[src/hdl/sha_pkg.sv]
// SHA-256 package with round constants, initial hash value, word types and round functions.
package sha_pkg;

	typedef logic [31:0] word_t;
	// Element 7 is H0, so the packed vector reads big-endian.
	typedef logic [7:0][31:0] digest_t;

	localparam int ROUNDS = 64;

	localparam logic [0:63][31:0] K = {
		32'h428a2f98, 32'h71374491, 32'hb5c0fbcf, 32'he9b5dba5, 32'h3956c25b, 32'h59f111f1,
		32'h923f82a4, 32'hab1c5ed5, 32'hd807aa98, 32'h12835b01, 32'h243185be, 32'h550c7dc3,
		32'h72be5d74, 32'h80deb1fe, 32'h9bdc06a7, 32'hc19bf174, 32'he49b69c1, 32'hefbe4786,
		32'h0fc19dc6, 32'h240ca1cc, 32'h2de92c6f, 32'h4a7484aa, 32'h5cb0a9dc, 32'h76f988da,
		32'h983e5152, 32'ha831c66d, 32'hb00327c8, 32'hbf597fc7, 32'hc6e00bf3, 32'hd5a79147,
		32'h06ca6351, 32'h14292967, 32'h27b70a85, 32'h2e1b2138, 32'h4d2c6dfc, 32'h53380d13,
		32'h650a7354, 32'h766a0abb, 32'h81c2c92e, 32'h92722c85, 32'ha2bfe8a1, 32'ha81a664b,
		32'hc24b8b70, 32'hc76c51a3, 32'hd192e819, 32'hd6990624, 32'hf40e3585, 32'h106aa070,
		32'h19a4c116, 32'h1e376c08, 32'h2748774c, 32'h34b0bcb5, 32'h391c0cb3, 32'h4ed8aa4a,
		32'h5b9cca4f, 32'h682e6ff3, 32'h748f82ee, 32'h78a5636f, 32'h84c87814, 32'h8cc70208,
		32'h90befffa, 32'ha4506ceb, 32'hbef9a3f7, 32'hc67178f2
	};

	localparam digest_t IV = {
		32'h6a09e667, 32'hbb67ae85, 32'h3c6ef372, 32'ha54ff53a,
		32'h510e527f, 32'h9b05688c, 32'h1f83d9ab, 32'h5be0cd19
	};

	function automatic word_t rotr(input word_t x, input int n);
		return (x >> n) | (x << (32 - n));
	endfunction

	function automatic word_t big_sigma0(input word_t x);
		return rotr(x, 2) ^ rotr(x, 13) ^ rotr(x, 22);
	endfunction

	function automatic word_t big_sigma1(input word_t x);
		return rotr(x, 6) ^ rotr(x, 11) ^ rotr(x, 25);
	endfunction

	function automatic word_t small_sigma0(input word_t x);
		return rotr(x, 7) ^ rotr(x, 18) ^ (x >> 3);
	endfunction

	function automatic word_t small_sigma1(input word_t x);
		return rotr(x, 17) ^ rotr(x, 19) ^ (x >> 10);
	endfunction

	function automatic word_t ch(input word_t x, input word_t y, input word_t z);
		return (x & y) ^ (~x & z);
	endfunction

	function automatic word_t maj(input word_t x, input word_t y, input word_t z);
		return (x & y) ^ (x & z) ^ (y & z);
	endfunction

endpackage

[src/hdl/sha_round_core.sv]
// SHA-256 round core with message schedule, working variables and chaining register.
module sha_round_core (
	input  logic             clk,
	input  logic             n_rst,
	input  logic             init,
	input  logic             clear,
	input  logic             cnt_up,
	input  logic             out_load,
	input  sha_pkg::word_t   block [16],
	output logic             hash_rollover,
	output sha_pkg::digest_t chain
);

	sha_pkg::word_t w [16];
	sha_pkg::word_t a, b, c, d, e, f, g, h;
	sha_pkg::word_t t1, t2, w_next;
	logic [5:0] round_cnt;

	// ##############################
	// Round counter
	// ##############################
	always_ff @(posedge clk, negedge n_rst) begin
		if (!n_rst)
			round_cnt <= '0;
		else if (init)
			round_cnt <= '0;
		else if (cnt_up)
			round_cnt <= round_cnt + 6'd1;
	end

	assign hash_rollover = cnt_up && (round_cnt == 6'(sha_pkg::ROUNDS - 1));

	// ##############################
	// Round datapath
	// ##############################
	always_comb begin
		t1 = h + sha_pkg::big_sigma1(e) + sha_pkg::ch(e, f, g)
			+ sha_pkg::K[round_cnt] + w[0];
		t2 = sha_pkg::big_sigma0(a) + sha_pkg::maj(a, b, c);
		// Word 16 of the sliding window.
		w_next = sha_pkg::small_sigma1(w[14]) + w[9]
			+ sha_pkg::small_sigma0(w[1]) + w[0];
	end

	// Message schedule.
	always_ff @(posedge clk) begin
		if (init) begin
			w <= block;
		end else if (cnt_up) begin
			for (int i = 0; i < 15; i++)
				w[i] <= w[i + 1];
			w[15] <= w_next;
		end
	end

	// Working variables.
	always_ff @(posedge clk) begin
		if (init) begin
			{a, b, c, d, e, f, g, h} <= clear ? sha_pkg::IV : chain;
		end else if (cnt_up) begin
			h <= g;
			g <= f;
			f <= e;
			e <= d + t1;
			d <= c;
			c <= b;
			b <= a;
			a <= t1 + t2;
		end
	end

	// Chaining register, a pairs with chain[7].
	always_ff @(posedge clk) begin
		if (init && clear) begin
			chain <= sha_pkg::IV;
		end else if (out_load) begin
			chain <= {chain[7] + a, chain[6] + b, chain[5] + c, chain[4] + d,
				chain[3] + e, chain[2] + f, chain[1] + g, chain[0] + h};
		end
	end

endmodule

[config.mk]
export PLATFORM = sky130hd
export DESIGN_NAME = sha_round_core
export DESIGN_NICKNAME = d
export VERILOG_FILES = /design/src/hdl/sha_pkg.sv /design/src/hdl/sha_round_core.sv
export SDC_FILE = /design/constraint.sdc
export NUM_CORES = 2
export LEC_CHECK = 0
export BUFFER_PORTS_ARGS = -buffer_cell sky130_fd_sc_hd__buf_2
export CAP_MARGIN = 15
export CORE_MARGIN = 2
export CORE_UTILIZATION = 28
export CTS_BUF_LIST = sky130_fd_sc_hd__clkbuf_16
export CTS_CLUSTER_SIZE = 10
export DETAILED_ROUTE_END_ITERATION = 6
export PLACE_DENSITY = 0.47
export SYNTH_ARGS = -nofsm -noshare
export SYNTH_HDL_FRONTEND = slang
export SYNTH_SLANG_ARGS = --single-unit
[constraint.sdc]
create_clock -name clk -period 9.13 [get_ports clk]
set_input_delay 0.4565 -clock clk [delete_from_list [all_inputs] [get_ports clk]]
set_output_delay 0.4565 -clock clk [all_outputs]
set_load 0.01 [all_outputs]
==> impl_metrics.json <==
{
  "status": "completed",
  "ant_nets": 0,
  "routed-via-count": 59534,
  "synth-edff-count": 768,
  "die-area_mm2": 0.252,
  "yosysSeqAreaShare_pct": 40.9,
  "worst_setup_path_start_kind": "register",
  "clk_latency_ps": 840,
  "clk_path_buf_depth": 3,
  "cts_root_buffer": "clkbuf_16",
  "viasPerCell": 5.10,
  "fmax_ghz": 0.118,
  "final-hold-violation-count": 0,
  "die_h_um": 502,
  "layout.cells.most_common_list": "buf_2 (771), edfxtp_1 (768), nor2_1 (585), inv_1 (578), a21oi_1 (535)",
  "grt_usage_pct": 25.6,
  "overflow": 0,
  "synth_warnings": 0,
  "grt_start_max_net_pins": 193,
  "gp_congestion": 0.963,
  "layout_commonest_cell": "buf_2",
  "worstHoldStart": "block[498]",
  "r2r-start": "round_cnt[1]$_DFFE_PN0P_",
  "fin_nets": 9349,
  "grt_antenna_before_repair": 44,
  "min_path_cells": 2,
  "rows": 182,
  "synthArstFlopShare_pct": 0.583,
  "firstDrtPassIters": 6,
  "start_util_pct": 28.2,
  "cp.arrival_ps": 9000,
  "worst_slack_ps": 643,
  "required_ps": 9650,
  "drc": 0,
  "holdWs_ps": 62.1,
  "drive_gt1_share_pct": 20.8,
  "totalWireLength_mm": 331,
  "cp_slowest_cell": "fa_1",
  "syn_nets": 8024,
  "port-buffer-count": 774,
  "report.final.slew_viol_count": 0,
  "netlist_instances": 6914,
  "yosys_register_bits": 1030,
  "cts_buffers": 138,
  "fin_skew_ps": 72.3,
  "setup_viol": 0,
  "avgSynthCellArea_um2": 10.0,
  "cp-startpoint": "round_cnt[1]$_DFFE_PN0P_",
  "syn_to_final_growth_pct": 26.2,
  "end_kind": "register",
  "min_path_type": "input pin to register",
  "post-place-ws_ps": 792,
  "cts_tree": "built",
  "wl_per_cell_um": 28.4,
  "slew_headroom_pct": 16.1,
  "worst-slew-pin-transition_ps": 1260,
  "fillers": 24897,
  "path_class": "register to register",
  "cts_setup_buffers": 0,
  "fin_crit_sh_pct": 93.0,
  "final_util_pct": 35.5,
  "die_w_um": 502,
  "drtIter0Drc": 5786,
  "synth.distinct_cells": 89,
  "synth_area_mm2": 0.0693,
  "postCtsHoldBufs": 487,
  "first_global_vias": 58303,
  "slowest_delay_ps": 630,
  "h-tree-depth": 4,
  "clock_sinks": 1030,
  "coreArea_mm2": 0.246,
  "rsz0062_at_grt": "false",
  "cts-resized-gates": 0,
  "ys.flop_type": "edfxtp_1",
  "grt_pass1_wl_mm": 457,
  "ioPinCount": 775,
  "drv_cap": 0,
  "critical_path.max_fanout": 21,
  "setup_tns_ps": 0,
  "rr_worst_depth": 38,
  "min_period_ps": 8490,
  "hpwlAfterDp_mm": 263,
  "path_clk_slew_ps": 60
}
==> state kept, by name (all words and copies together), names as in the netlist <==
name       flops
round_cnt      6
c             32
chain        256
g             32
e             32
f             32
a             32
h             32
d             32
b             32
w            512
==> worst max-delay path, delay by kind of cell (launching register included) <==
kind                       cells  cell delay (ps)
AOI/OAI and AO/OA             14             3040
xor gates and xnor gates       2              420
adders and majority gates      7             2330
buffers and inverters          7              970
DFF                            1              360
muxes                          1              210
and+or+nand+nor                7              880
==> path summary, 6_finish.rpt <==
check,end,slack (ps)
setup / recovery,a[29]$_DFFE_PP_,640
hold / removal,w[498]$_DFFE_PP_,60
setup reg to reg,a[29]$_DFFE_PP_,640
hold reg to reg,chain[36]$_SDFFE_PP0P_,510
max in group asynchronous,round_cnt[3]$_DFFE_PN0P_,8720
min in group asynchronous,round_cnt[2]$_DFFE_PN0P_,190
==> layout make-up <==
| type | count | area, µm² | area share, % |
|---|---|---|---|
| tap | 3312 | 4140 | 4.74 |
| multi-input combinational | 4999 | 37700 | 43.1 |
| timing repair buffer | 1526 | 10900 | 12.4 |
| clock buffer | 138 | 3450 | 3.95 |
| inverter | 544 | 2050 | 2.34 |
| clock inverter | 95 | 905 | 1.03 |
| antenna | 21 | 52.6 | 0.0601 |
| sequential | 1030 | 28300 | 32.4 |
==> cells in the mapped netlist, types with 14 or more instances <==
cell type	instances	area share, %
ha_1	395	7.1
o21ai_1	50	0.36
nand2_1	521	2.8
a21oi_1	535	3.9
dfxtp_1	256	7.4
a211o_1	21	0.27
fa_1	197	5.7
nor2_1	587	3.2
nand3_1	78	0.56
o21a_1	55	0.60
a31oi_1	44	0.40
clkbuf_1	309	1.7
o2bb2ai_1	47	0.59
o22ai_1	63	0.57
o21ai_0	420	3.0
nor2b_1	50	0.45
inv_1	542	2.9
and2_1	14	0.13
a211oi_1	58	0.63
o211ai_1	35	0.38
o21bai_1	46	0.50
or3_1	21	0.19
xnor2_1	358	4.5
mux2i_1	88	1.3
mux2_2	467	7.6
nor3_1	74	0.53
and3_1	44	0.40
xor2_1	200	2.5
a21o_1	183	2.0
buf_1	31	0.17
nand4_1	27	0.24
nand2b_1	61	0.55
edfxtp_1	768	33
o31ai_1	33	0.36
==> cells by family (layout without fill, tap and decap cells) <==
kind of cell | count (synthesis) | after routing | synth area share, %
buffers and inverters | 885 | 2303 | 4.79
adders and majority gates | 598 | 598 | 12.9
and+or+nand+nor | 1538 | 1538 | 9.73
xor gates and xnor gates | 558 | 558 | 7.05
DFF | 1030 | 1030 | 40.9
muxes | 562 | 562 | 9.08
other | 0 | 21 | 0
AOI/OAI and AO/OA | 1743 | 1743 | 15.6
==> per-stage QoR <==
| step | instances | instance area [µm²] |
|---|---|---|
| after global routing | 11662 | 87500 |
| after floorplan | 6914 | 69300 |
| after global placement | 10923 | 78200 |
| final | 11665 | 87500 |
| after detailed placement | 10923 | 78200 |
| after CTS | 11643 | 87400 |
==> routing by layer <==
layer	wire length (µm)	vias up	global-route usage, %
li1	-	27286	-
met1	156000	29895	37.0
met2	146000	1996	39.5
met3	20800	337	4.43
met4	8230	20	6.28
met5	134	-	0
Power is not shown: default switching activity piles up to over one toggle a cycle in this logic, so the estimate is an artifact.
