===== config.mk =====
export PLATFORM = sky130hd
export DESIGN_NAME = block_builder
export DESIGN_NICKNAME = d
export VERILOG_FILES = /design/src/hdl/sha_pkg.sv /design/src/hdl/miner_pkg.sv /design/src/hdl/block_builder.sv
export SDC_FILE = /design/constraint.sdc
export NUM_CORES = 1
export LEC_CHECK = 0
export BUFFER_PORTS_ARGS = -buffer_cell sky130_fd_sc_hd__buf_2
export CAP_MARGIN = 20
export CORE_AREA = 2 2 338 340
export CTS_CLUSTER_SIZE = 8
export DETAILED_ROUTE_END_ITERATION = 7
export DIE_AREA = 0 0 340 342
export PLACE_DENSITY = 0.52
export SYNTH_ARGS = -nofsm -noshare
export SYNTH_HDL_FRONTEND = slang
export SYNTH_SLANG_ARGS = --single-unit

===== constraint.sdc =====
create_clock -name clk -period 2.61 [get_ports clk]
set_clock_uncertainty 0.1 [all_clocks]
set_input_delay 0.261 -clock clk [delete_from_list [all_inputs] [get_ports clk]]
set_output_delay 0.261 -clock clk [all_outputs]
set_load 0.1 [all_outputs]

===== src/hdl/sha_pkg.sv =====
// SHA-256 package with round constants, initial hash value, word types and round functions.
package sha_pkg;

	typedef logic [31:0] word_t;
	// Element 7 is H0, so the packed vector reads big-endian.
	typedef logic [7:0][31:0] digest_t;

	localparam int ROUNDS = 64;

	localparam logic [0:63][31:0] K = {
		32'h428a2f98, 32'h71374491, 32'hb5c0fbcf, 32'he9b5dba5, 32'h3956c25b, 32'h59f111f1,
		32'h923f82a4, 32'hab1c5ed5, 32'hd807aa98, 32'h12835b01, 32'h243185be, 32'h550c7dc3,
		32'h72be5d74, 32'h80deb1fe, 32'h9bdc06a7, 32'hc19bf174, 32'he49b69c1, 32'hefbe4786,
		32'h0fc19dc6, 32'h240ca1cc, 32'h2de92c6f, 32'h4a7484aa, 32'h5cb0a9dc, 32'h76f988da,
		32'h983e5152, 32'ha831c66d, 32'hb00327c8, 32'hbf597fc7, 32'hc6e00bf3, 32'hd5a79147,
		32'h06ca6351, 32'h14292967, 32'h27b70a85, 32'h2e1b2138, 32'h4d2c6dfc, 32'h53380d13,
		32'h650a7354, 32'h766a0abb, 32'h81c2c92e, 32'h92722c85, 32'ha2bfe8a1, 32'ha81a664b,
		32'hc24b8b70, 32'hc76c51a3, 32'hd192e819, 32'hd6990624, 32'hf40e3585, 32'h106aa070,
		32'h19a4c116, 32'h1e376c08, 32'h2748774c, 32'h34b0bcb5, 32'h391c0cb3, 32'h4ed8aa4a,
		32'h5b9cca4f, 32'h682e6ff3, 32'h748f82ee, 32'h78a5636f, 32'h84c87814, 32'h8cc70208,
		32'h90befffa, 32'ha4506ceb, 32'hbef9a3f7, 32'hc67178f2
	};

	localparam digest_t IV = {
		32'h6a09e667, 32'hbb67ae85, 32'h3c6ef372, 32'ha54ff53a,
		32'h510e527f, 32'h9b05688c, 32'h1f83d9ab, 32'h5be0cd19
	};

	function automatic word_t rotr(input word_t x, input int n);
		return (x >> n) | (x << (32 - n));
	endfunction

	function automatic word_t big_sigma0(input word_t x);
		return rotr(x, 2) ^ rotr(x, 13) ^ rotr(x, 22);
	endfunction

	function automatic word_t big_sigma1(input word_t x);
		return rotr(x, 6) ^ rotr(x, 11) ^ rotr(x, 25);
	endfunction

	function automatic word_t small_sigma0(input word_t x);
		return rotr(x, 7) ^ rotr(x, 18) ^ (x >> 3);
	endfunction

	function automatic word_t small_sigma1(input word_t x);
		return rotr(x, 17) ^ rotr(x, 19) ^ (x >> 10);
	endfunction

	function automatic word_t ch(input word_t x, input word_t y, input word_t z);
		return (x & y) ^ (~x & z);
	endfunction

	function automatic word_t maj(input word_t x, input word_t y, input word_t z);
		return (x & y) ^ (x & z) ^ (y & z);
	endfunction

endpackage


===== src/hdl/miner_pkg.sv =====
// Miner package with controller states, pass selection and header sizes.
package miner_pkg;

	localparam int HDR_WORDS = 19; // Nonce sits at word 19.
	localparam int ZBITS_W = 9;    // Target range 0 to 256.

	typedef enum logic [3:0] {
		idle,
		init_load1, calc_hash1, out_load1,
		init_load2, calc_hash2, out_load2,
		init_load3, calc_hash3, out_load3,
		hash_check,
		increment,
		hold_hash
	} state_t;

	// Block source for each of the three passes.
	typedef enum logic [1:0] {pass_hdr0, pass_hdr1, pass_digest} pass_t;

endpackage


===== src/hdl/block_builder.sv =====
// Block builder holding the header and nonce and assembling the padded block per pass.
module block_builder (
	input  logic               clk,
	input  logic               n_rst,
	input  logic               hdr_we,
	input  logic [4:0]         hdr_addr,
	input  sha_pkg::word_t     hdr_wdata,
	input  sha_pkg::word_t     nonce_start,
	input  logic               load_nonce,
	input  logic               increment,
	input  miner_pkg::pass_t   pass_sel,
	input  sha_pkg::digest_t   chain,
	output sha_pkg::word_t     block [16],
	output sha_pkg::word_t     nonce
);

	sha_pkg::word_t hdr [miner_pkg::HDR_WORDS];

	// Header store.
	always_ff @(posedge clk) begin
		if (hdr_we && (hdr_addr < 5'(miner_pkg::HDR_WORDS)))
			hdr[hdr_addr] <= hdr_wdata;
	end

	always_ff @(posedge clk, negedge n_rst) begin
		if (!n_rst)
			nonce <= '0;
		else if (load_nonce)
			nonce <= nonce_start;
		else if (increment)
			nonce <= nonce + 32'd1;
	end

	// ##############################
	// Block assembly
	// ##############################
	always_comb begin
		block = '{default: '0};
		case (pass_sel)
			miner_pkg::pass_hdr0: begin
				for (int i = 0; i < 16; i++)
					block[i] = hdr[i];
			end
			miner_pkg::pass_hdr1: begin
				block[0]  = hdr[16];
				block[1]  = hdr[17];
				block[2]  = hdr[18];
				block[3]  = nonce;
				block[4]  = 32'h8000_0000;
				block[15] = 32'd640; // 80 bytes.
			end
			miner_pkg::pass_digest: begin
				// H0 is the top element of chain.
				for (int i = 0; i < 8; i++)
					block[i] = chain[7 - i];
				block[8]  = 32'h8000_0000;
				block[15] = 32'd256;
			end
			default: block = '{default: '0};
		endcase
	end

endmodule


==> results of run 1 <==
[metrics by stage]
step	setup TNS [ns]	area, sq um	cells	util [%]
4_1_cts	0	44700	4364	39.5
2_1_floorplan	-7.73	27700	1853	-
5_1_grt	0	44700	4365	39.5
3_5_place_dp	0	41900	4202	37.0
3_3_place_gp	0	41900	4202	37.0
6_report	0	44700	4373	39.6
[synthesized netlist by cell type (4+ instances only)]
| cell | instances |
|---|---|
| a31oi_1 | 15 |
| and2_1 | 252 |
| buf_1 | 5 |
| buf_2 | 12 |
| clkbuf_1 | 95 |
| dfrtp_1 | 32 |
| edfxtp_1 | 608 |
| inv_1 | 4 |
| mux2i_1 | 256 |
| nand2_1 | 162 |
| nand3_1 | 11 |
| nand4_1 | 8 |
| nor2_1 | 169 |
| nor3_1 | 8 |
| o21ai_0 | 152 |
| o31ai_1 | 9 |
| or3_1 | 8 |
| or4_1 | 14 |
| xnor2_1 | 8 |
| xor2_1 | 7 |
[flip-flops by register name, summed over array words and instances, names as in the netlist]
register	flops
nonce	32
hdr	608
[final cells by class]
cell class	instances	area (sq um)	share of cell area, %
diodes	9	22.5	0.0503
clock buffers	115	2350	5.24
clock inverters	8	133	0.296
inverters	4	15.0	0.0336
multi-input cells	1097	8270	18.5
flip-flops and latches	640	19100	42.6
well taps	1512	1890	4.23
repair buffers	988	13000	29.0
[power breakdown]
group | switching [mW] | internal, mW
clock | 4.39 | 6.23
sequential | 0.114 | 11.4
combinational | 4.79 | 2.08
[worst paths after layout]
kind	to	slack (ns)	depth (start not counted)
setup / recovery	nonce[20]	0.23	5
setup reg to reg	nonce[20]	0.23	5
hold reg to reg	nonce[31]	0.50	2
hold / removal	nonce[8]	0.10	4
max in group asynchronous	nonce[5]	1.62	2
min in group asynchronous	nonce[19]	0.19	2
[routing by layer]
metal / vias up / wire length [microns] / track usage, %
met1: 9560 / 44600 / 23.3
met2: 814 / 55800 / 31.5
met3: 130 / 9650 / 5.34
met4: 2 / 2710 / 5.32
li1: 8672 / - / -
met5: - / 12 / 0
[worst max-delay path: stages, from the launching register on]
cell and delay, ns:
dfrtp_2 0.41, ha_1 0.19, nand3_1 0.24, or4_1 0.67, or4_1 0.53, a31oi_1 0.17
[what timing repair did]
action | 4_1_cts | 5_1_grt
setup buffers | 0 | 0
hold buffers | 39 | 0
endpoints found under the hold margin | 85 | 0
[cell families after synthesis]
family / share of synthesized area, %
AO/OA/AOI/OAI: 3.53
XOR/XNOR: 0.498
adder cells (fa/ha/maj): 0.0474
buffers and inverters: 1.71
flip-flops: 72.2
multiplexers: 9.71
AND/OR/NAND/NOR: 12.3
==> run metrics, run 1 <==
Crit Path Class=register to register; Yosys top cell by area=edfxtp_1; Top-Level Pins=876; Die Ht=342 microns; htree depth=3; commonest non-fill, non-tap cell in the layout=edfxtp_1; die area=116,000 sq um; WP data required=3.07 ns; layout cell share with drive strength beyond 1=47.1%; clock transition at the registers of the reported paths=0.05 ns; most frequent cells in the layout=edfxtp_1 (608), buf_12 (514), buf_2 (391); RSZ-0062 raised after global routing=false; post-CTS resize count=0; Worst Setup Start Kind=register; # setup viols final=0; # fillers=10,478; gr usage total=18.7%; post-synth net total=2,186; Worst setup EP type=register; # nets final=3,154; Hold Crit Start=load_nonce; CP max FO=10; detailed-route via count=19,178; Period Utilization, post-route=91.1%; crit path time final=2.38 ns; CTS Buf Count=90; Die X-Extent=340 microns; Final Max Slew Viols=0; Place WS=0.224 ns; Hold Crit Class=input pin to register; worst hold margin=0.102 ns; Post-route DRC=0; Final WS setup=0.231 ns; max cap viols=0; Final Hold Fails=0; P&R area growth vs syn=69.5%; IO buf count=875; post-synth cell types=30; cell count after synthesis=1,853; grt ovf=0; Slew headroom=29.0%; Final ANT Viol Nets=0; post-DR vias/cell=4.39; Tot Pwr=29.0 mW; CTS tree=yes; Placer Congestion=0.841; vias in the first global route=18,844; crit path from=nonce[0]; max frequency=420 MHz; Pre-Repair DR Iteration Count=5; first-pass GRT wire length=152 mm; initial antenna violation count=25; CP Data Arrival Time=2.84 ns; DRT Wirelength=113 mm; Starting DRT DRC Count=1,627; EDFF count, synth=608; Mean Syn Cell Area=14.2 sq um; sequential element share of the synthesized area=72.2%; async set-reset flop share out of synthesis=5.00%; largest net degree at the start of global routing=70; Sink Count=640; FF+latch count, synth=640; Routed wire per std cell=25.8 microns; Post-synth top flop=edfxtp_1; Synth area leaders=edfxtp_1 (69%), mux2i_1 (9.7%), and2_1 (6.0%); post-DP HPWL=77.8 mm; pwr dens=649 nW/um^2; synthesized cell area=26,400 sq um; Worst-Margin Slew=1.06 ns; LEAKAGE=16.9 nW; Clock Tree Buf Depth=3; Skew-Pair Late Insertion Delay=0.64 ns; RR Startpoint=nonce[0]; initial core utilization=23.3%; CTS root buffer=clkbuf_16; Yosys top cell area share=69.2%; Core ar.=113,000 sq um; maximum VDD drop=0.516 mV; total number of yosys warnings=0; Row Count=124; outcome=complete, no violations
No activity file was read; power rests on OpenSTA's default activity.
==> inputs of run 2 (changes only) <==
- ABC_AREA: default -> 1
- CORE_AREA: 2 2 338 340 -> 2 2 336 338
- DIE_AREA: 0 0 340 342 -> 0 0 338 340
==> run 2 against run 1 <==
Against the previous run:
- total power is 0.81% higher
- highest routed layer unchanged
- critical path depth grew 3
- area after synthesis decreased by 0.75%
- cell area down 1.9%
- critical path type is now input pin to output pin
==> run metrics, run 2 <==
Finished Layout Cells=4,736; Crit-path slowest cell=buf_12; Placement Cell Area=40,800 sq um; EDFF count, synth=608; max frequency=450 MHz; total number of yosys warnings=0; max reg flops=608; Post-synth top flop=edfxtp_1; outcome=complete, no violations; sequential element share of the synthesized area=72.8%; Worst-Margin Slew=0.959 ns; Skew-Pair Late Insertion Delay=0.66 ns; Final Max Slew Viols=0; Slew headroom=36.0%; setup bufs post-CTS=0; Die Ht=340 microns; Crit Path Class=input pin to output pin; RSZ-0062 raised after global routing=false; CP bufs+invs=5; worst hold margin=0.0625 ns; Sink Count=640; initial core utilization=23.5%; Final Hold Fails=0; post-DR vias/cell=4.38; largest net degree at the start of global routing=91; WP data required=2.25 ns; post-synth cell types=25; P&R area growth vs syn=67.6%; vias in the first global route=21,262; Die X-Extent=338 microns; crit path time final=2.22 ns; Synth area leaders=edfxtp_1 (70%), nand2_1 (7.0%), nor2_1 (4.6%); LEAKAGE=17.7 nW; clock transition at the registers of the reported paths=0.05 ns; # nets final=3,534; Worst Setup Start Kind=input pin; first-pass GRT wire length=167 mm; GR peak layer=met2; Core ar.=112,000 sq um; FF+latch count, synth=640; die area=115,000 sq um; Routed wire per std cell=25.9 microns; met3 Track Usage GR=6.51%; gr usage total=20.9%; htree depth=3; Placer Congestion=0.931; post-DP HPWL=85.8 mm; Yosys top cell area share=69.7%; max cap viols=0; CP max FO=90; Row Count=123; DP Cell Count=4,555; Top delay family on crit path=buffers and inverters; hold_buf cts=53; post-CTS resize count=0; Yosys top cell by area=edfxtp_1; # fillers=10,605; CTS Buf Count=91; CP Data Arrival Time=1.86 ns; CP max stage delay=0.40 ns; # setup viols final=0; post-synth net total=2,540; initial antenna violation count=27; worst-path cell chain=buf_2, inv_2, nor2_4, buf_12, buf_4, nand2_1, nand3_1, buf_12; maximum VDD drop=0.542 mV; Post-route DRC=0; Largest regs=hdr x608, nonce x32; synth cell count leaders=edfxtp_1 (608), nand2_1 (485), nor2_1 (319); cell with the most instances after synthesis=edfxtp_1; CTS root buffer=clkbuf_16; met1 GRT Util=24.8%; met2 Track Usage GR=36.1%; Final ANT Viol Nets=0; IO buf count=875; most used cell, CP=buf_12; Period Utilization, post-route=85.1%; pwr dens=667 nW/um^2; commonest non-fill, non-tap cell in the layout=edfxtp_1; layout cell share with drive strength beyond 1=34.6%; detailed-route via count=20,721; Hold Crit Class=input pin to register; DRT Wirelength=123 mm; CTS tree=yes; cell count after synthesis=2,207; Worst setup EP type=output pin; Clock Tree Buf Depth=3; largest reg by FF count=hdr; async set-reset flop share out of synthesis=5.00%; synthesized cell area=26,200 sq um; design area=43,900 sq um; most frequent cells in the layout=edfxtp_1 (608), buf_12 (539), nand2_1 (485); Mean Syn Cell Area=11.9 sq um; grt ovf=0; Pre-Repair DR Iteration Count=5; Top-Level Pins=876; Starting DRT DRC Count=1,580
[run 2: cell count changes after synthesis, sizes merged, moves of 143 or more]
cell   previous run  this run
and2            252         0
inv               4       296
nand2           162       487
o21ai           152         9
nor2            169       330
mux2i           256         0
[run 2: logic make-up after synthesis]
logic type,synth area share [%]
simple gates,14.6
xor+xnor,0.301
compound gates,6.10
fa+ha+maj,0.0478
buf+inv,6.19
flops,72.8
[run 2: final timing paths]
| check | slack (ns) | cells past startpoint | endpoint | from |
|---|---|---|---|---|
| worst max-delay path | 0.39 | 8 | block[429] | pass_sel[0] |
| worst min-delay path | 0.06 | 1 | hdr[0][30] | hdr_wdata[30] |
| worst max register to register | 0.46 | 7 | nonce[6] | nonce[0] |
| worst min register to register | 0.49 | 2 | nonce[31] | nonce[31] |
| max in group asynchronous | 1.50 | 2 | nonce[28] | n_rst |
| min in group asynchronous | 0.20 | 2 | nonce[10] | n_rst |
[run 2: metal layers]
metal	wire (microns)	share of wire (%)	vias to the layer above
li1	-	-	9429
met1	46400	38	10164
met2	61000	50	947
met3	11600	9.5	171
met4	3570	2.9	10
met5	61	0.050	-
[run 2: through the flow]
stage / worst slack (ns) / power (mW) / setup TNS (ns) / utilization (%)
after floorplan: -0.162 / 15.6 / -69.78 / -
after global placement: 0.434 / 18.6 / 0 / 36.6
after detailed placement: 0.411 / 18.6 / 0 / 36.6
after CTS: 0.336 / 29.6 / 0 / 39.3
after global routing: 0.270 / 30.1 / 0 / 39.3
final: 0.390 / 29.3 / 0 / 39.3
[run 2: report_power, final]
part	total (mW)	internal (mW)	leakage (nW)	switching [mW]
Combinational	6.87	2.02	10.6	4.85
Clock	10.8	6.32	1.23	4.52
Sequential	11.6	11.4	5.83	0.136
[run 2: layout make-up]
class,instances,area [sq um],share of cell area (%)
sequential,640,19100,43.6
timing repair buffer,1007,13500,30.8
multi-input combinational,1165,5680,12.9
clock buffer,107,2350,5.35
tap,1500,1880,4.27
inverter,296,1120,2.54
clock inverter,11,203,0.462
antenna,10,25.0,0.0570
