<file path="src/hdl/miner_pkg.sv">
// Miner package with controller states, pass selection and header sizes.
package miner_pkg;

	localparam int HDR_WORDS = 19; // Nonce sits at word 19.
	localparam int ZBITS_W = 9;    // Target range 0 to 256.

	typedef enum logic [3:0] {
		idle,
		init_load1, calc_hash1, out_load1,
		init_load2, calc_hash2, out_load2,
		init_load3, calc_hash3, out_load3,
		hash_check,
		increment,
		hold_hash
	} state_t;

	// Block source for each of the three passes.
	typedef enum logic [1:0] {pass_hdr0, pass_hdr1, pass_digest} pass_t;

endpackage

</file>
<file path="src/hdl/hash_controller.sv">
// Hash controller FSM that sequences the three SHA passes, nonce increment and hold.
module hash_controller (
	input  logic              clk,
	input  logic              n_rst,
	input  logic              begin_hash,
	input  logic              quit_hash,
	input  logic              hash_rollover,
	input  logic              valid_hash_flag,
	output logic              load_nonce,
	output logic              init,
	output logic              clear,
	output logic              cnt_up,
	output logic              out_load,
	output logic              increment,
	output logic              busy,
	output logic              hash_done,
	output miner_pkg::pass_t  pass_sel
);

	miner_pkg::state_t state;
	miner_pkg::state_t next_state;

	always_ff @(posedge clk, negedge n_rst) begin
		if (!n_rst)
			state <= miner_pkg::idle;
		else
			state <= next_state;
	end

	// ##############################
	// Next state and output decode
	// ##############################
	always_comb begin
		next_state = state;
		load_nonce = 1'b0;
		init       = 1'b0;
		clear      = 1'b0;
		cnt_up     = 1'b0;
		out_load   = 1'b0;
		increment  = 1'b0;
		hash_done  = 1'b0;
		pass_sel   = miner_pkg::pass_hdr0;

		case (state)
			miner_pkg::idle: begin
				if (begin_hash) begin
					load_nonce = 1'b1;
					next_state = miner_pkg::init_load1;
				end
			end
			// Pass 1, header block 0 from IV.
			miner_pkg::init_load1: begin
				init       = 1'b1;
				clear      = 1'b1;
				next_state = miner_pkg::calc_hash1;
			end
			miner_pkg::calc_hash1: begin
				cnt_up = 1'b1;
				if (hash_rollover)
					next_state = miner_pkg::out_load1;
			end
			miner_pkg::out_load1: begin
				out_load   = 1'b1;
				next_state = miner_pkg::init_load2;
			end
			// Pass 2 chains on pass 1.
			miner_pkg::init_load2: begin
				init       = 1'b1;
				pass_sel   = miner_pkg::pass_hdr1;
				next_state = miner_pkg::calc_hash2;
			end
			miner_pkg::calc_hash2: begin
				cnt_up   = 1'b1;
				pass_sel = miner_pkg::pass_hdr1;
				if (hash_rollover)
					next_state = miner_pkg::out_load2;
			end
			miner_pkg::out_load2: begin
				out_load   = 1'b1;
				pass_sel   = miner_pkg::pass_hdr1;
				next_state = miner_pkg::init_load3;
			end
			// Pass 3 hashes the first digest.
			miner_pkg::init_load3: begin
				init       = 1'b1;
				clear      = 1'b1;
				pass_sel   = miner_pkg::pass_digest;
				next_state = miner_pkg::calc_hash3;
			end
			miner_pkg::calc_hash3: begin
				cnt_up   = 1'b1;
				pass_sel = miner_pkg::pass_digest;
				if (hash_rollover)
					next_state = miner_pkg::out_load3;
			end
			miner_pkg::out_load3: begin
				out_load   = 1'b1; // Checker captures here.
				pass_sel   = miner_pkg::pass_digest;
				next_state = miner_pkg::hash_check;
			end
			miner_pkg::hash_check: begin
				pass_sel = miner_pkg::pass_digest;
				if (valid_hash_flag)
					next_state = miner_pkg::hold_hash;
				else
					next_state = miner_pkg::increment;
			end
			miner_pkg::increment: begin
				increment  = 1'b1;
				next_state = miner_pkg::init_load1;
			end
			miner_pkg::hold_hash: begin
				hash_done = 1'b1;
				if (begin_hash)
					next_state = miner_pkg::increment; // Resume past this nonce.
			end
			default: next_state = miner_pkg::idle;
		endcase

		if (quit_hash)
			next_state = miner_pkg::idle;
	end

	assign busy = (state != miner_pkg::idle) && (state != miner_pkg::hold_hash);

endmodule

</file>
<file path="config.mk">
export PLATFORM = sky130hd
export DESIGN_NAME = hash_controller
export DESIGN_NICKNAME = d
export VERILOG_FILES = /design/src/hdl/miner_pkg.sv /design/src/hdl/hash_controller.sv
export SDC_FILE = /design/constraint.sdc
export NUM_CORES = 1
export LEC_CHECK = 0
export BUFFER_PORTS_ARGS = -buffer_cell sky130_fd_sc_hd__buf_2
export CAP_MARGIN = 15
export CORE_AREA = 2 2 39 41
export CTS_CLUSTER_SIZE = 8
export DETAILED_ROUTE_END_ITERATION = 8
export DIE_AREA = 0 0 41 43
export SYNTH_ARGS = -nofsm -noshare
export SYNTH_HDL_FRONTEND = slang
export SYNTH_SLANG_ARGS = --single-unit
</file>
<file path="constraint.sdc">
create_clock -name clk -period 2.13 [get_ports clk]
set_input_delay 0.1065 -clock clk [delete_from_list [all_inputs] [get_ports clk]]
set_output_delay 0.1065 -clock clk [all_outputs]
set_load 0.05 [all_outputs]
</file>
==> impl_metrics.yaml, run 1 <==
power_and_ir_drop:
  powerDensity_nw_per_um2: 1460
  internal-power_mw: 0.357
  leakage_nw: 0.270
  power.switching_mw: 0.545
  p_comb_share_pct: 66.6
  ir_drop_mv: 0.653
  p_clk_share_pct: 10.3
  swShare_pct: 60.4
  seq_power_share_pct: 23.1
cts:
  htreeDepth: 1
  clockBufferDepth: 2
  clockRootBuffer: "clkbuf_4"
  numCtsBuffers: 3
  clk_latency_ps: 230
  clkTransAtPathRegs_ps: 30
  cts_sinks: 4
  cts_tree: "done"
global_routing:
  grt_use_met2_pct: 20.0
  grt_overflow: 0
  antenna_found_initial: 0
  grt_pass1_vias: 417
  top_usage_layer: "met1"
  grtUsageMet1_pct: 27.4
  grt_max_degree: 22
  grt_first_pass_wirelength_um: 1990
  track_usage_pct: 15.9
  met3_usage_pct: 3.14
finish:
  final_cells: 100
  postLayoutCoreUtil_pct: 44.7
  nets: 92
  largest_reg_flops: 4
  drive_above_1_share_pct: 28.6
  diodes: 0
  regMostFlops: "state"
  area_growth_pct: 17.9
  reg_top3: "state: 4 flops"
  fill_cells: 155
floorplan:
  core_area_um2: 1380
  ios: 16
  die_w_um: 41
  rows: 14
  dieArea_um2: 1760
  dieHeight_um: 43
  initial_utilization_pct: 37.9
timing:
  slew_headroom_pct: 58.6
  skew_ps: 4.09
  totalNegativeSetupSlack_ps: 0
  fmax_mhz: 520
  post-route-min-period_ps: 1920
  worst_pin_slew_ps: 620
  rsz0062_at_grt: "no"
  hold_violations: 0
  setup_viol: 0
  slew_violations: 0
  period_share_pct: 90.3
critical_path:
  crit_slowest_cell: "dfrtp_1"
  critPathMaxFanout: 18
  reg2reg_slack_ps: 380
  critical-path-top-delay-family: "flip-flops"
  r2r_cells: 4
  path_class: "reg -> out"
  worstPathArrival_ps: 1820
  cp_slowest_stage_delay_ps: 700
  crit_path_end_kind: "output pin"
  cp.required_ps: 2020
  cp_cell_sequence: "nor2b_4 -> a21oi_1 -> o21ai_0 -> buf_2"
  cp_num_buf_inv: 1
  cp-start-kind: "flip-flop"
  reg2reg_to: "state[2]$_DFFE_PN0P_"
  r2r_start: "state[2]$_DFFE_PN0P_"
placed_design:
  dp_hpwl_um: 871
  gp_congestion: 0.833
  dp_cells: 96
  placement.io_buffers: 15
detailed_routing:
  ant_nets: 0
  wl_um: 1210
  drc: 0
  num_vias: 523
  drt-pass1-iter-count: 4
  drt_iter0_drc: 11
  wl_per_cell_um: 12.1
  vias_per_cell: 5.23
logic_synthesis:
  synth_area_um2: 524
  synth_common_cells: "nor2_1, nand2_1, a21oi_1"
  yosys.area.top_type: "dfrtp_1"
  synthDistinctLibCells: 33
  synth_ff_type: "dfrtp_1"
  synthCells: 72
  yosysSeqAreaShare_pct: 19.1
  async_reset_ff_share_pct: 100
  yosysWarnings: 0
  synthTopCellsByArea: "dfrtp_1, nor2_1, nor2b_4"
  yosysMostFrequentCell: "nor2_1"
  avgSynthCellArea_um2: 7.28
  yosysTopAreaCellShare_pct: 19.1
  postSynthNetCount: 78
  synth_edf_count: 0
  synth_seq_cells: 4
hold_path:
  min_path_cells: 2
  worstHoldStart: "quit_hash"
  min_path_type: "in -> reg"
  holdPathEnd: "state[3]$_DFFE_PN0P_"
run_status:
  outcome: "finished, final reports clean"
run:
  maxCapViolCount: 0
## per-layer routing
| metal | part of all wire (%) | wire (µm) |
|---|---|---|
| met5 | 0 | 0 |
| met4 | 0 | 0 |
| met3 | 5.7 | 69 |
| met2 | 44 | 530 |
| met1 | 50 | 608 |
## power by group through the flow
stage	logic, mW	registers (mW)	clock network (mW)
finish	0.601	0.208	0.0929
global route	0.644	0.224	0.104
floorplan	0.612	0.106	0
detailed placement	0.602	0.210	0
global placement	0.604	0.210	0
CTS	0.605	0.209	0.0991
## cell usage in the layout (no fill, tap or decap), types with 2 or more instances in the layout
cell type	n
nand2b_1	4
dfrtp_1	4
nor2b_4	2
nand3_1	2
nor2_1	8
buf_2	15
nor3_1	3
and2_1	3
xor2_1	2
nand3b_1	2
clkbuf_4	3
inv_1	3
nand2_1	7
o21ai_0	4
a21oi_1	5
## stage by stage
step           hold slack (ps)  worst slack [ps]  total power, mW  instance area [µm²]
4_1_cts                    109               151            0.914                  618
3_5_place_dp             -87.2               363            0.813                  586
2_1_floorplan             -189              46.3            0.718                  529
6_report                   126               207            0.902                  618
3_3_place_gp             -84.9               400            0.813                  586
5_1_grt                    130              22.3            0.971                  618
## logic make-up after synthesis
logic type	after synthesis	share of synthesized area, %
AO/OA/AOI/OAI	19	27.0
XOR/XNOR	2	3.34
buffers and inverters	10	9.55
flip-flops	4	19.1
multiplexers	1	1.91
AND/OR/NAND/NOR	36	39.1
## final cells by class
type                       count  area (µm²)  share of cell area [%]
inverter                       3        11.3                    1.82
sequential                     4         100                    16.2
multi-input combinational     58         379                    61.3
timing repair buffer          16        85.1                    13.8
clock buffer                   3        22.5                    3.64
tap                           16        20.0                    3.24
## worst max-delay path by stage
| stage | startpoint | to | slack, ps | cells after the start |
|---|---|---|---|---|
| after floorplan | state[0]$_DFFE_PN0P_ | cnt_up | 50 | 4 |
| after global placement | state[2]$_DFFE_PN0P_ | state[2]$_DFFE_PN0P_ | 400 | 4 |
| after detailed placement | state[2]$_DFFE_PN0P_ | state[2]$_DFFE_PN0P_ | 360 | 4 |
| after CTS | state[2]$_DFFE_PN0P_ | cnt_up | 150 | 4 |
| after global routing | state[2]$_DFFE_PN0P_ | cnt_up | 20 | 4 |
| final | state[2]$_DFFE_PN0P_ | cnt_up | 210 | 4 |
## repair_timing
| item | CTS | global route |
|---|---|---|
| buffers inserted | 0 | 0 |
| endpoints found under the hold margin | 4 | 0 |
| hold buffers | 1 | 0 |
| gates resized for setup | 0 | 0 |
(Power assumes the default switching activity.)
==> run 2: changes to the inputs <==
clock period = 2.1 ns   (was 2.13 ns; I/O delays follow)
==> impl_metrics.yaml, run 2 (synthesized netlist as in run 1, its figures left out) <==
global_routing:
  grt_max_degree: 22
  track_usage_pct: 15.9
  grt_overflow: 0
  antenna_found_initial: 0
  grt_pass1_vias: 417
  grt_first_pass_wirelength_um: 1990
floorplan:
  ios: 16
  die_w_um: 41
  dieHeight_um: 43
  core_area_um2: 1380
  initial_utilization_pct: 37.9
  dieArea_um2: 1760
  rows: 14
cts:
  clockBufferDepth: 2
  numCtsBuffers: 3
  clk_latency_ps: 240
  clockRootBuffer: "clkbuf_4"
  cts_sinks: 4
  cts_setup_buffers: 0
  cts_tree: "done"
  clkTransAtPathRegs_ps: 40
  htreeDepth: 1
detailed_routing:
  wl_um: 1210
  drt-pass1-iter-count: 4
  wl_met3_um: 69
  wl_per_cell_um: 12.1
  ant_nets: 0
  wl_met1_um: 604
  drt_iter0_drc: 11
  drc: 0
  dr_wl_met2_um: 532
  dr.max_layer_used: "met3"
  vias_per_cell: 5.26
  num_vias: 526
critical_path:
  cp_cell_sequence: "xor2_1 -> nor2_1 -> a211oi_2 -> buf_2"
  reg2reg_slack_ps: 370
  crit_path_end_kind: "output pin"
  cp_num_buf_inv: 1
  path_class: "reg -> out"
  crit_slowest_cell: "dfrtp_1"
  r2r_start: "state[3]$_DFFE_PN0P_"
  worstPathArrival_ps: 1780
  cp-start-kind: "flip-flop"
  critPathMaxFanout: 21
  cp.required_ps: 2000
  cp_slowest_stage_delay_ps: 710
  critical-path-top-delay-family: "flip-flops"
  critical_path.startpoint: "state[0]$_DFFE_PN0P_"
finish:
  reg_top3: "state: 4 flops"
  regMostFlops: "state"
  largest_reg_flops: 4
  final_area_um2: 619
  area_growth_pct: 18.1
  fill_cells: 154
  final_common_cell: "buf_2"
  final_cell_mix: "buf_2, nor2_1, nand2_1"
  final_cells: 100
  nets: 92
  drive_above_1_share_pct: 29.8
  postLayoutCoreUtil_pct: 44.8
  diodes: 0
timing:
  period_share_pct: 89.8
  fmax_mhz: 530
  post-route-min-period_ps: 1890
  slew_headroom_pct: 58.6
  hold_violations: 0
  skew_ps: 4.65
  rsz0062_at_grt: "no"
  fin_ws_ps: 214
  setup_viol: 0
  slew_violations: 0
  totalNegativeSetupSlack_ps: 0
  worst_pin_slew_ps: 620
power_and_ir_drop:
  powerDensity_nw_per_um2: 1480
  ir_drop_mv: 0.663
  leakage_nw: 0.269
run:
  maxCapViolCount: 0
placed_design:
  dpl_worst_slack_ps: 333
  placement.io_buffers: 15
  dpl_cell_area_um2: 586
  gp_congestion: 0.833
  dp_cells: 96
  dp_hpwl_um: 871
hold_path:
  min_path_type: "in -> reg"
  worstHoldStart: "quit_hash"
run_status:
  outcome: "finished, final reports clean"
[run 2: worst paths after layout]
| path | cells after the start | endpoint |
|---|---|---|
| max in group asynchronous | 2 | state[2]$_DFFE_PN0P_ |
| hold reg to reg | 2 | state[2]$_DFFE_PN0P_ |
| hold / removal | 2 | state[3]$_DFFE_PN0P_ |
| setup / recovery | 4 | init |
| min in group asynchronous | 2 | state[1]$_DFFE_PN0P_ |
| setup reg to reg | 4 | state[2]$_DFFE_PN0P_ |
[run 2: timing repair]
item / in CTS / in global routing
hold endpoints to repair: 4 / 0
hold buffers: 1 / 0
setup endpoints to repair: 0 / 1
resized for setup: 0 / 1
[run 2: layout make-up]
cell class	count	area [µm²]	share of cell area, %
clock buffers	3	22.5	3.64
inverters	3	11.3	1.82
multi-input cells	58	379	61.2
flip-flops and latches	4	101	16.4
well taps	16	20.0	3.23
repair buffers	16	85.1	13.7
[run 2: layer usage]
metal | vias up | GRT usage [%]
li1 | 277 | -
met1 | 234 | 27.4
met2 | 15 | 20.0
met3 | 0 | 3.14
met4 | 0 | 2.00
met5 | - | 0
[run 2: per-stage QoR]
| step | hold slack, ps | total power, mW |
|---|---|---|
| 6_report | 124 | 0.917 |
| 5_1_grt | 128 | 0.986 |
| 4_1_cts | 108 | 0.927 |
| 3_5_place_dp | -88.7 | 0.825 |
| 3_3_place_gp | -86.4 | 0.825 |
| 2_1_floorplan | -191 | 0.729 |
[run 2: power breakdown]
group          internal, mW  switching [mW]  leakage, nW
sequential           0.0987           0.114       0.0520
combinational         0.201           0.408        0.203
clock                0.0639          0.0309       0.0138
==> run 3: changes to the inputs <==
clock period = 1.8 ns   (was 2.1 ns; I/O delays follow)
==> impl_metrics.yaml, run 3 (synthesized netlist as in run 1, its figures left out) <==
cts:
  cts_sinks: 4
  clkTransAtPathRegs_ps: 40
  clockBufferDepth: 2
  cts_setup_buffers: 0
  numCtsBuffers: 3
  cts_tree: "done"
  clockRootBuffer: "clkbuf_4"
  htreeDepth: 1
  clk_latency_ps: 230
global_routing:
  grt_first_pass_wirelength_um: 2170
  grt_max_degree: 17
  track_usage_pct: 17.4
  grt_overflow: 0
  grt_pass1_vias: 511
  antenna_found_initial: 0
timing:
  skew_ps: 5.42
  hold_ws_ps: 89.6
  setup_viol: 0
  fin_ws_ps: 95.5
  period_share_pct: 94.7
  fmax_mhz: 587
  rsz0062_at_grt: "no"
  post-route-min-period_ps: 1700
  slew_headroom_pct: 78.5
  totalNegativeSetupSlack_ps: 0
  hold_violations: 0
  slew_violations: 0
  worst_pin_slew_ps: 322
placed_design:
  dpl_cell_area_um2: 631
  gp_congestion: 0.734
  dp_cells: 100
  dp_hpwl_um: 987
  placement.io_buffers: 15
  dpl_worst_slack_ps: 186
finish:
  final_cell_mix: "buf_2, nor2_1, nand2_1"
  nets: 96
  area_growth_pct: 27.4
  drive_above_1_share_pct: 35.2
  final_cells: 104
  final_common_cell: "buf_2"
  largest_reg_flops: 4
  diodes: 0
  regMostFlops: "state"
  reg_top3: "state: 4 flops"
  postLayoutCoreUtil_pct: 48.3
  final_area_um2: 668
run:
  maxCapViolCount: 0
power_and_ir_drop:
  powerDensity_nw_per_um2: 1720
  total_power_mw: 1.15
  ir_drop_mv: 0.811
  leakage_nw: 0.293
  swShare_pct: 57.3
  p_clk_share_pct: 9.3
  seq_power_share_pct: 16.9
  p_comb_share_pct: 73.9
  internal-power_mw: 0.492
  power.switching_mw: 0.659
critical_path:
  worstPathArrival_ps: 1610
  path_class: "reg -> out"
  critPathMaxFanout: 15
  crit_path_end_kind: "output pin"
  cp-start-kind: "flip-flop"
  cp.required_ps: 1710
run_status:
  outcome: "finished, final reports clean"
detailed_routing:
  vias_per_cell: 5.20
  drc: 0
  drt_iter0_drc: 11
  wl_per_cell_um: 12.3
  num_vias: 541
  ant_nets: 0
  drt-pass1-iter-count: 3
  wl_um: 1280
floorplan:
  initial_utilization_pct: 37.9
  dieArea_um2: 1760
  die_w_um: 41
  core_area_um2: 1380
  ios: 16
  rows: 14
  dieHeight_um: 43
hold_path:
  min_path_type: "in -> reg"
-- run 3: cell count changes in the layout (fill, tap and decap cells not counted) --
cell      change
o21ai_1       +2
clkbuf_4      +1
o21ai_0       -2
buf_12        +1
nor2b_1       -1
dfrtp_2       +1
buf_2         -1
nor2b_2       +1
dfrtp_1       -1
buf_4         +3
-- run 3: final timing paths --
check | start | end | slack [ps] | cells after the start
setup / recovery | state[0]$_DFFE_PN0P_ | busy | 100 | 3
hold reg to reg | state[3]$_DFFE_PN0P_ | state[3]$_DFFE_PN0P_ | 720 | 2
setup reg to reg | state[3]$_DFFE_PN0P_ | state[2]$_DFFE_PN0P_ | 190 | 4
hold / removal | quit_hash | state[3]$_DFFE_PN0P_ | 90 | 2
min in group asynchronous | n_rst | state[3]$_DFFE_PN0P_ | 190 | 2
max in group asynchronous | n_rst | state[1]$_DFFE_PN0P_ | 1480 | 2
-- run 3: worst max-delay path: stages, from the launching register on --
cell	delay (ps)
dfrtp_1	480
buf_12	200
or4_1	480
buf_2	220
-- run 3: timing repair --
action / CTS / global route
gates resized for setup: 0 / 3
endpoints found under the hold margin: 4 / 0
endpoints found under the setup margin: 0 / 2
hold buffers: 1 / 0
-- run 3: final cells by class --
type,instances,area (µm²)
tap,16,20.0
clock buffer,3,22.5
sequential,4,103
fill,151,716
inverter,3,11.3
multi-input combinational,58,382
timing repair buffer,20,130
-- run 3: power by group through the flow --
| stage | clock network (mW) | logic (mW) | registers [mW] |
|---|---|---|---|
| floorplan | 0 | 0.729 | 0.126 |
| global placement | 0 | 0.845 | 0.192 |
| detailed placement | 0 | 0.844 | 0.192 |
| CTS | 0.111 | 0.848 | 0.190 |
| global route | 0.116 | 0.923 | 0.200 |
| finish | 0.107 | 0.851 | 0.194 |
-- run 3: routing by layer --
| metal | track usage [%] | part of all wire (%) | vias up |
|---|---|---|---|
| li1 | - | - | 290 |
| met1 | 25.3 | 49 | 242 |
| met2 | 26.6 | 47 | 9 |
| met3 | 2.09 | 3.7 | 0 |
| met4 | 4.00 | 0 | 0 |
| met5 | 0 | 0 | - |
